[src/logic/lv_pkg.sv]
/*
 * Shared types for the lv core control path.
 * Holds the register map, request and status structs and the control states.
 * Modules import it inside their bodies and use scoped names on their ports.
 */
package lv_pkg;

    localparam int REG_AW = 7;
    localparam int REG_DW = 8;
    localparam int DLY_W  = 4;

    typedef logic [REG_AW-1:0] reg_addr_t;
    typedef logic [REG_DW-1:0] reg_data_t;
    typedef logic [DLY_W-1:0]  mon_dly_t;

    // register map
    localparam reg_addr_t ADDR_MODE    = 7'h00;
    localparam reg_addr_t ADDR_CONFIG0 = 7'h01;  // low bits are mismatch delay
    localparam reg_addr_t ADDR_STATUS1 = 7'h02;  // sticky, write 1 to clear
    localparam reg_addr_t ADDR_STATUS2 = 7'h03;
    localparam reg_addr_t ADDR_STATUS3 = 7'h04;
    localparam reg_addr_t ADDR_STATUS4 = 7'h05;

    typedef struct packed {
        logic      wr;
        logic      rd;
        reg_addr_t addr;
        reg_data_t wdata;
    } reg_req_t;

    typedef struct packed {
        logic reset;   // bit 2
        logic normal;
        logic cfg;     // bit 0
    } mode_cmd_t;

    typedef struct packed {
        logic pwm_mmerr;
        logic pwm_dterr;
        logic spi_err;
    } lv_err_t;

    typedef struct packed {
        logic pwma;    // bit 5
        logic pwm;
        logic fsstate;
        logic fsenb_n;
        logic intb;
        logic inta;    // bit 0
    } io_lvl_t;

    typedef enum logic [2:0] {
        ST_WAIT   = 3'd0,
        ST_CFG    = 3'd1,
        ST_NORMAL = 3'd2,
        ST_FAULT  = 3'd3
    } lv_ctrl_st_e;

endpackage

[src/logic/lv_core.sv]
`timescale 1ns/1ps
/*
 * Top level of the lv core control path.
 * Connects the SPI slave, register slave, PWM monitor and control FSM.
 */
module lv_core (
    input  logic            i_clk,
    input  logic            i_rst_n,
    input  logic            i_spi_sclk,
    input  logic            i_spi_csb,
    input  logic            i_spi_mosi,
    output logic            o_spi_miso,
    input  logic            i_lv_pwm_dt,
    input  logic            i_lv_gate_vs_pwm,
    input  logic            i_lv_vsup_ov,
    input  logic            i_lv_vsup_uv_n,
    input  lv_pkg::io_lvl_t i_io_lvl,
    output logic            o_dgt_ang_pwm_en,
    output logic            o_dgt_ang_fsc_en,
    output logic            o_intb_n
);
    import lv_pkg::*;

    reg_req_t    reg_req;
    reg_data_t   rd_data;
    mode_cmd_t   mode_cmd;
    mon_dly_t    mon_dly;
    lv_err_t     lv_err;
    lv_ctrl_st_e ctrl_st;
    logic        spi_err;
    logic        pwm_dterr;
    logic        pwm_mmerr;
    logic        err_any;
    logic        cfg_wr_en;

    // ============================================================
    // error pulses into status1
    // ============================================================
    assign lv_err.spi_err   = spi_err;
    assign lv_err.pwm_dterr = pwm_dterr;
    assign lv_err.pwm_mmerr = pwm_mmerr;

    lv_spi_slv #(
        .ADDR_W     (REG_AW),
        .DATA_W     (REG_DW)
    ) u_spi_slv (
        .i_clk      (i_clk),
        .i_rst_n    (i_rst_n),
        .i_spi_sclk (i_spi_sclk),
        .i_spi_csb  (i_spi_csb),
        .i_spi_mosi (i_spi_mosi),
        .o_spi_miso (o_spi_miso),
        .o_reg_req  (reg_req),
        .i_rd_data  (rd_data),
        .o_spi_err  (spi_err)
    );

    lv_reg_slv u_reg_slv (
        .i_clk       (i_clk),
        .i_rst_n     (i_rst_n),
        .i_reg_req   (reg_req),
        .o_rd_data   (rd_data),
        .i_err       (lv_err),
        .i_vsup_ov   (i_lv_vsup_ov),
        .i_vsup_uv_n (i_lv_vsup_uv_n),
        .i_io_lvl    (i_io_lvl),
        .i_ctrl_st   (ctrl_st),
        .i_cfg_wr_en (cfg_wr_en),
        .o_mode_cmd  (mode_cmd),
        .o_mon_dly   (mon_dly),
        .o_err_any   (err_any)
    );

    lv_pwm_mon #(
        .MON_DLY_W        (DLY_W)
    ) u_pwm_mon (
        .i_clk            (i_clk),
        .i_rst_n          (i_rst_n),
        .i_lv_pwm_dt      (i_lv_pwm_dt),
        .i_lv_gate_vs_pwm (i_lv_gate_vs_pwm),
        .i_mon_dly        (mon_dly),
        .o_pwm_dterr      (pwm_dterr),
        .o_pwm_mmerr      (pwm_mmerr)
    );

    lv_ctrl_unit u_ctrl_unit (
        .i_clk       (i_clk),
        .i_rst_n     (i_rst_n),
        .i_mode_cmd  (mode_cmd),
        .i_err_any   (err_any),
        .o_ctrl_st   (ctrl_st),
        .o_cfg_wr_en (cfg_wr_en),
        .o_pwm_en    (o_dgt_ang_pwm_en),
        .o_fsc_en    (o_dgt_ang_fsc_en),
        .o_intb_n    (o_intb_n)
    );

endmodule

[src/logic/lv_ctrl_unit.sv]
`timescale 1ns/1ps
/*
 * Control FSM of the lv core: wait, configuration, normal and fault.
 * Enables are registered and decoded from the next state.
 */
module lv_ctrl_unit (
    input  logic                i_clk,
    input  logic                i_rst_n,
    input  lv_pkg::mode_cmd_t   i_mode_cmd,
    input  logic                i_err_any,
    output lv_pkg::lv_ctrl_st_e o_ctrl_st,
    output logic                o_cfg_wr_en,
    output logic                o_pwm_en,
    output logic                o_fsc_en,
    output logic                o_intb_n
);
    import lv_pkg::*;

    lv_ctrl_st_e st_q;
    lv_ctrl_st_e st_nxt;

    always_comb begin
        st_nxt = st_q;
        case (st_q)
            ST_WAIT: begin
                if (i_mode_cmd.cfg) st_nxt = ST_CFG;
            end
            ST_CFG: begin
                if (i_mode_cmd.normal) st_nxt = ST_NORMAL;
            end
            ST_NORMAL: begin
                if (i_err_any) st_nxt = ST_FAULT;
            end
            ST_FAULT:  st_nxt = ST_FAULT;  // left only by reset command
            default:   st_nxt = ST_WAIT;
        endcase
        if (i_mode_cmd.reset) st_nxt = ST_WAIT;
    end

    always_ff @(posedge i_clk) begin
        if (!i_rst_n) begin
            st_q        <= ST_WAIT;
            o_cfg_wr_en <= 1'b1;
            o_pwm_en    <= 1'b0;
            o_fsc_en    <= 1'b0;
            o_intb_n    <= 1'b1;
        end else begin
            st_q        <= st_nxt;
            o_cfg_wr_en <= (st_nxt == ST_WAIT) || (st_nxt == ST_CFG);
            o_pwm_en    <= (st_nxt == ST_NORMAL);
            o_fsc_en    <= (st_nxt == ST_FAULT);
            o_intb_n    <= (st_nxt != ST_FAULT);  // active low interrupt
        end
    end

    assign o_ctrl_st = st_q;

endmodule

[src/logic/lv_pwm_mon.sv]
`timescale 1ns/1ps
/*
 * Gate and PWM monitor. Pulses a dead-time error on each rising edge of
 * the dead-time flag, and a mismatch error once the gate-versus-PWM flag
 * stays high longer than the configured delay.
 */
module lv_pwm_mon #(
    parameter int MON_DLY_W = 4
) (
    input  logic                 i_clk,
    input  logic                 i_rst_n,
    input  logic                 i_lv_pwm_dt,
    input  logic                 i_lv_gate_vs_pwm,
    input  logic [MON_DLY_W-1:0] i_mon_dly,
    output logic                 o_pwm_dterr,
    output logic                 o_pwm_mmerr
);

    logic [2:0]         dt_sync;
    logic [1:0]         mm_sync;
    logic               mm_s;
    logic [MON_DLY_W:0] mm_cnt;  // one bit wider so it saturates past any delay

    assign mm_s = mm_sync[1];

    always_ff @(posedge i_clk) begin
        if (!i_rst_n) begin
            dt_sync     <= '0;
            mm_sync     <= '0;
            mm_cnt      <= '0;
            o_pwm_dterr <= 1'b0;
            o_pwm_mmerr <= 1'b0;
        end else begin
            dt_sync     <= {dt_sync[1:0], i_lv_pwm_dt};
            mm_sync     <= {mm_sync[0], i_lv_gate_vs_pwm};
            o_pwm_dterr <= dt_sync[1] & ~dt_sync[2];
            o_pwm_mmerr <= mm_s & (mm_cnt == {1'b0, i_mon_dly});
            if (!mm_s) begin
                mm_cnt <= '0;  // short glitch restarts the count
            end else if (!(&mm_cnt)) begin
                mm_cnt <= mm_cnt + 1'b1;
            end
        end
    end

endmodule

[src/logic/lv_reg_slv.sv]
`timescale 1ns/1ps
/*
 * LV register slave. Mode writes become one-cycle command strobes,
 * CONFIG0 is writable only while the control FSM allows it, status1
 * collects sticky errors and the other status registers read live.
 */
module lv_reg_slv (
    input  logic                i_clk,
    input  logic                i_rst_n,
    input  lv_pkg::reg_req_t    i_reg_req,
    output lv_pkg::reg_data_t   o_rd_data,
    input  lv_pkg::lv_err_t     i_err,
    input  logic                i_vsup_ov,
    input  logic                i_vsup_uv_n,
    input  lv_pkg::io_lvl_t     i_io_lvl,
    input  lv_pkg::lv_ctrl_st_e i_ctrl_st,
    input  logic                i_cfg_wr_en,
    output lv_pkg::mode_cmd_t   o_mode_cmd,
    output lv_pkg::mon_dly_t    o_mon_dly,
    output logic                o_err_any
);
    import lv_pkg::*;

    reg_data_t config0_q;
    lv_err_t   status1_q;
    lv_err_t   status1_clr;
    reg_data_t status2;
    logic      wr_mode;
    logic      wr_cfg0;
    logic      wr_sts1;

    // ============================================================
    // write decode
    // ============================================================
    assign wr_mode = i_reg_req.wr && (i_reg_req.addr == ADDR_MODE);
    assign wr_cfg0 = i_reg_req.wr && (i_reg_req.addr == ADDR_CONFIG0) && i_cfg_wr_en;
    assign wr_sts1 = i_reg_req.wr && (i_reg_req.addr == ADDR_STATUS1);

    assign status1_clr = wr_sts1 ? lv_err_t'(i_reg_req.wdata[$bits(lv_err_t)-1:0]) : '0;

    always_ff @(posedge i_clk) begin
        if (!i_rst_n) begin
            config0_q  <= '0;
            status1_q  <= '0;
            o_mode_cmd <= '0;
        end else begin
            o_mode_cmd <= wr_mode ? mode_cmd_t'(i_reg_req.wdata[$bits(mode_cmd_t)-1:0]) : '0;
            if (wr_cfg0) begin
                config0_q <= i_reg_req.wdata;
            end
            // a new pulse wins over a clear in the same cycle
            status1_q <= lv_err_t'((status1_q & ~status1_clr) | i_err);
        end
    end

    assign status2   = {{(REG_DW-2){1'b0}}, i_vsup_ov, ~i_vsup_uv_n};
    assign o_mon_dly = config0_q[DLY_W-1:0];
    assign o_err_any = (|status1_q) | (|status2);

    // ============================================================
    // read mux
    // ============================================================
    always_comb begin
        o_rd_data = '0;
        if (i_reg_req.rd) begin
            case (i_reg_req.addr)
                ADDR_CONFIG0: o_rd_data = config0_q;
                ADDR_STATUS1: o_rd_data = reg_data_t'(status1_q);
                ADDR_STATUS2: o_rd_data = status2;
                ADDR_STATUS3: o_rd_data = reg_data_t'(i_io_lvl);  // live pin levels
                ADDR_STATUS4: o_rd_data = reg_data_t'(i_ctrl_st);
                default:      o_rd_data = '0;  // mode reads back zero
            endcase
        end
    end

endmodule

[src/logic/lv_spi_slv.sv]
`timescale 1ns/1ps
/*
 * SPI mode-0 slave, oversampled on i_clk through two sync flops.
 * Frame is write flag, address, data, MSB first. A read returns the
 * register byte in the data field of the same frame.
 */
module lv_spi_slv #(
    parameter int ADDR_W = 7,
    parameter int DATA_W = 8
) (
    input  logic              i_clk,
    input  logic              i_rst_n,
    input  logic              i_spi_sclk,
    input  logic              i_spi_csb,
    input  logic              i_spi_mosi,
    output logic              o_spi_miso,
    output lv_pkg::reg_req_t  o_reg_req,
    input  lv_pkg::reg_data_t i_rd_data,
    output logic              o_spi_err
);

    localparam int HDR_W = ADDR_W + 1;
    localparam int FRM_W = HDR_W + DATA_W;
    localparam int CNT_W = $clog2(FRM_W) + 1;

    logic [2:0]        sclk_sync;
    logic [2:0]        csb_sync;
    logic [1:0]        mosi_sync;
    logic              csb_s;
    logic              sclk_rise;
    logic              sclk_fall;
    logic              csb_rise;
    logic              csb_fall;
    logic [CNT_W-1:0]  bit_cnt;
    logic [FRM_W-1:0]  shift_in;
    logic [DATA_W-1:0] shift_out;
    logic              hdr_done;
    logic              wr_stb;
    logic              tx_shift;

    // ============================================================
    // pin sync and edge detect
    // ============================================================
    always_ff @(posedge i_clk) begin
        if (!i_rst_n) begin
            sclk_sync <= '0;
            csb_sync  <= '1;  // idle deselected
            mosi_sync <= '0;
        end else begin
            sclk_sync <= {sclk_sync[1:0], i_spi_sclk};
            csb_sync  <= {csb_sync[1:0], i_spi_csb};
            mosi_sync <= {mosi_sync[0], i_spi_mosi};
        end
    end

    assign csb_s     = csb_sync[1];
    assign sclk_rise = sclk_sync[1] & ~sclk_sync[2];
    assign sclk_fall = ~sclk_sync[1] & sclk_sync[2];
    assign csb_rise  = csb_sync[1] & ~csb_sync[2];
    assign csb_fall  = ~csb_sync[1] & csb_sync[2];
    assign tx_shift  = sclk_fall & ~csb_s & (bit_cnt >= CNT_W'(HDR_W));

    // ============================================================
    // bit count and request strobes
    // ============================================================
    always_ff @(posedge i_clk) begin
        if (!i_rst_n) begin
            bit_cnt   <= '0;
            hdr_done  <= 1'b0;
            wr_stb    <= 1'b0;
            o_spi_err <= 1'b0;
        end else begin
            hdr_done  <= sclk_rise & ~csb_s & (bit_cnt == CNT_W'(HDR_W - 1));
            wr_stb    <= csb_rise & (bit_cnt == CNT_W'(FRM_W)) & shift_in[FRM_W-1];
            o_spi_err <= csb_rise & (bit_cnt != CNT_W'(FRM_W));  // short or long frame
            if (csb_fall) begin
                bit_cnt <= '0;
            end else if (sclk_rise && !csb_s && !(&bit_cnt)) begin
                bit_cnt <= bit_cnt + 1'b1;
            end
        end
    end

    always_ff @(posedge i_clk) begin
        if (sclk_rise && !csb_s) begin
            shift_in <= {shift_in[FRM_W-2:0], mosi_sync[1]};
        end
    end

    // read data goes out on falling edges after the header
    always_ff @(posedge i_clk) begin
        if (hdr_done) begin
            shift_out <= i_rd_data;
        end else if (tx_shift) begin
            shift_out <= {shift_out[DATA_W-2:0], 1'b0};
        end
    end

    always_ff @(posedge i_clk) begin
        if (!i_rst_n || csb_s) begin
            o_spi_miso <= 1'b0;
        end else if (tx_shift) begin
            o_spi_miso <= shift_out[DATA_W-1];
        end
    end

    always_comb begin
        o_reg_req.wr    = wr_stb;
        o_reg_req.rd    = hdr_done & ~shift_in[HDR_W-1];
        o_reg_req.addr  = wr_stb ? shift_in[FRM_W-2:DATA_W] : shift_in[ADDR_W-1:0];
        o_reg_req.wdata = shift_in[DATA_W-1:0];
    end

endmodule

[config.mk]
export PLATFORM = sky130hd
export DESIGN_NAME = lv_core
export DESIGN_NICKNAME = d
export VERILOG_FILES = /design/src/logic/lv_pkg.sv /design/src/logic/lv_core.sv /design/src/logic/lv_ctrl_unit.sv /design/src/logic/lv_pwm_mon.sv /design/src/logic/lv_reg_slv.sv /design/src/logic/lv_spi_slv.sv
export SDC_FILE = /design/constraint.sdc
export NUM_CORES = 1
export LEC_CHECK = 0
export BUFFER_PORTS_ARGS = -buffer_cell sky130_fd_sc_hd__buf_2
export CORE_MARGIN = 2
export CORE_UTILIZATION = 45
export DETAILED_ROUTE_END_ITERATION = 8
export GPL_TIMING_DRIVEN = 1
export RECOVER_POWER = 50
export SLEW_MARGIN = 25
export SYNTH_ARGS = -nofsm -noshare
export SYNTH_HDL_FRONTEND = slang
export SYNTH_SLANG_ARGS = --single-unit
[constraint.sdc]
create_clock -name i_clk -period 2.5 [get_ports i_clk]
set_input_delay 0.75 -clock i_clk [delete_from_list [all_inputs] [get_ports i_clk]]
set_output_delay 0.75 -clock i_clk [all_outputs]
set_load 0.005 [all_outputs]
==> metrics <==
number of nets in the layout=roughly 300; Bufs and invs on worst path=0; post-synthesis cell area=between 2000 and 3000 um2; clock-pin slew on the worst setup and hold paths=~0.080 ns; Pwr Total=roughly 2200 uW; Power Density=678 nW/um2; 1st-iter DRT viols=between 150 and 200; Post-synth top cells=dfxtp_1 (50), edfxtp_1 (24), nor2_1 (21), mux2i_1 (17), and2_1 (15); RSZ-0062 raised after global routing=no; Die H=between 80 and 90 um; slowest stage delay, CP=0.65 ns; Slew @ Worst Pin=a little under 0.9 ns; LEAKAGE=between 0.001 and 0.0015 uW; DRC=0; Via density=between 5 and 6; Slowest-stage cell, CP=dfxtp_1; synth top area cells=dfxtp_1 (34%), edfxtp_1 (25%), mux2i_1 (5.8%); I/O Buffers=18; ys async rst share=0; Crit Path Class=reg -> reg; total grt overflow=0; clock buffer depth=2; fmax=between 400 and 500 MHz; later-pin clock latency in the skew report=roughly 0.33 ns; Synth top area share=0.342; critical path required time=between 2 and 3 ns; Clock Tree Root=clkbuf_8; Post-Syn Instances=between 200 and 250; final setup fails=0; largest net degree at the start of global routing=24; P_sw=between 400 and 500 uW; vias in the first global route=around 1900; Yosys reg bits=74; Std-Cell Rows=29; crit path launch type=register; Top delay family on crit path=simple AND/OR/NAND/NOR gates; Ports=19; crit-path max FO=15; syn_area_per_cell=approximately 12 um2; post-route ant nets=0; Resize count post-CTS=0; Max Cap Viol=0; post-synthesis sequential area ratio=0.588; clock sinks=74; headroom to the max-slew limit=0.409; layout cells sized above 1=0.125; vias=roughly 1900; Critical Path AT=2.44 ns; Net Sw Frac=0.202; TNS Setup=0 ns; core area=6310 um2; GPL Wtd Cong=0.849; combinational share of power=0.018; utilization after layout=0.523; Layout area overhead=12.7%; die width=between 80 and 90 um; Hold Crit Class=reg -> reg; cts bufs inserted=9; H-tree lvl count=3; DIE AREA=approximately 7200 um2; Synth area leader=dfxtp_1; Reg power frac=0.561; first-pass GRT wire length=about 9200 um; count of different cell masters after synthesis=between 40 and 50; dpl hpwl=approximately 3700 um; P_int=roughly 1800 uW; GR Util All Layers=0.163; status=complete, no violations; Critical Path, Cell by Cell=nor4b_4 -> nor2_1 -> nor3_1 -> a22oi_1 -> o2bb2ai_1; filler cell count=~580; VDD IR-drop max=0.000367 V; DR WL/cell=between 10 and 15 um; Mapped Nets=269; final count of pins violating max slew=0; Ys Warns=0; Fin. Hold Viols=0; Starting Density=0.464; initial antenna violation count=0; CTS Hold Bufs=0; final wirelength=5240 um; number of synthesized flops with an enable pin=24; fin crit period=approximately 2.3 ns; ANT cells=0; Worst Setup End Kind=register; clock skew=0.0111 ns; DRT Pass-1 Iters=4; Final period util=0.905; TritonCTS clock tree=done; Clk pwr share=0.420; postcts setup bufs=0; dominant synthesized flop cell=dfxtp_1; top-count cell post-synth=dfxtp_1
-- routing by layer --
| layer | vias to the layer above | part of all wire | track usage |
|---|---|---|---|
| met5 | - | 0 | 0 |
| met4 | 0 | 0.014 | 0.0765 |
| met3 | 7 | 0.044 | 0.0374 |
| met2 | 46 | 0.43 | 0.236 |
| met1 | 867 | 0.52 | 0.232 |
| li1 | 937 | - | - |
-- flip-flops by register name (all words and copies together) (netlist names), 2 cells and up --
signal,cells
u_ctrl_unit.o_ctrl_st,3
u_reg_slv.o_mode_cmd,3
u_pwm_mon.mm_cnt,5
u_reg_slv.status1_q,3
u_pwm_mon.mm_sync,2
u_spi_slv.sclk_sync,3
u_pwm_mon.dt_sync,3
u_spi_slv.shift_out,8
u_spi_slv.csb_sync,3
u_spi_slv.bit_cnt,5
u_reg_slv.config0_q,8
u_spi_slv.mosi_sync,2
u_spi_slv.shift_in,16
-- final cells by class --
type,instances,area (um2),area share
multi-input combinational,160,1150,0.348
sequential,74,1720,0.521
timing repair buffer,19,90.1,0.0273
tap,77,96.3,0.0292
clock buffer,11,153,0.0462
clock inverter,5,51.3,0.0155
inverter,11,41.3,0.0125
-- final timing paths --
kind                   startpoint  cells past startpoint                endpoint  slack (ns)
max reg2reg      u_spi_slv.wr_stb                      5  u_spi_slv.shift_out[4]        0.24
min          u_pwm_mon.dt_sync[2]                      1   u_pwm_mon.o_pwm_dterr        0.38
min reg2reg  u_pwm_mon.dt_sync[2]                      1   u_pwm_mon.o_pwm_dterr        0.38
max              u_spi_slv.wr_stb                      5  u_spi_slv.shift_out[4]        0.24
-- kinds of logic (layout without fill, tap and decap cells) --
kind of cell	Yosys count	after routing	synth area share
flip-flops	74	74	0.588
buffers and inverters	15	46	0.0205
other	1	1	0.00128
multiplexers	18	18	0.0619
AND/OR/NAND/NOR	89	89	0.185
AO/OA/AOI/OAI	37	37	0.0927
XOR/XNOR	10	10	0.0299
adder cells (fa/ha/maj)	5	5	0.0213
-- layout by cell type (no fill, tap or decap), types with 7 or more instances in the layout --
cell type,n
dfxtp_1,50
edfxtp_1,24
nor2_1,21
mux2i_1,17
buf_2,15
inv_1,11
nor2b_1,11
and2_1,11
nand2_1,9
clkbuf_8,9
o2bb2ai_1,7
o21ai_0,7
-- stage by stage --
stage	setup WS [ns]	hold slack, ns	std cells	instance area [um2]
final	0.237	0.382	357	3300
after global routing	0.0112	0.416	357	3300
after CTS	0.217	0.382	357	3310
after detailed placement	0.251	0.371	341	3110
after global placement	0.338	0.373	341	3110
after floorplan	0.724	0.367	249	2930
-- power groups by stage --
stage                     clock network [uW]  registers [uW]  logic (uW)
final                                    940            1260        41.1
after global routing                    1020            1260        47.9
after CTS                                964            1260        43.0
after detailed placement                   0            1280        42.8
after global placement                     0            1280        42.6
after floorplan                            0            1280        25.5
No activity file was read; power rests on OpenSTA's default activity.
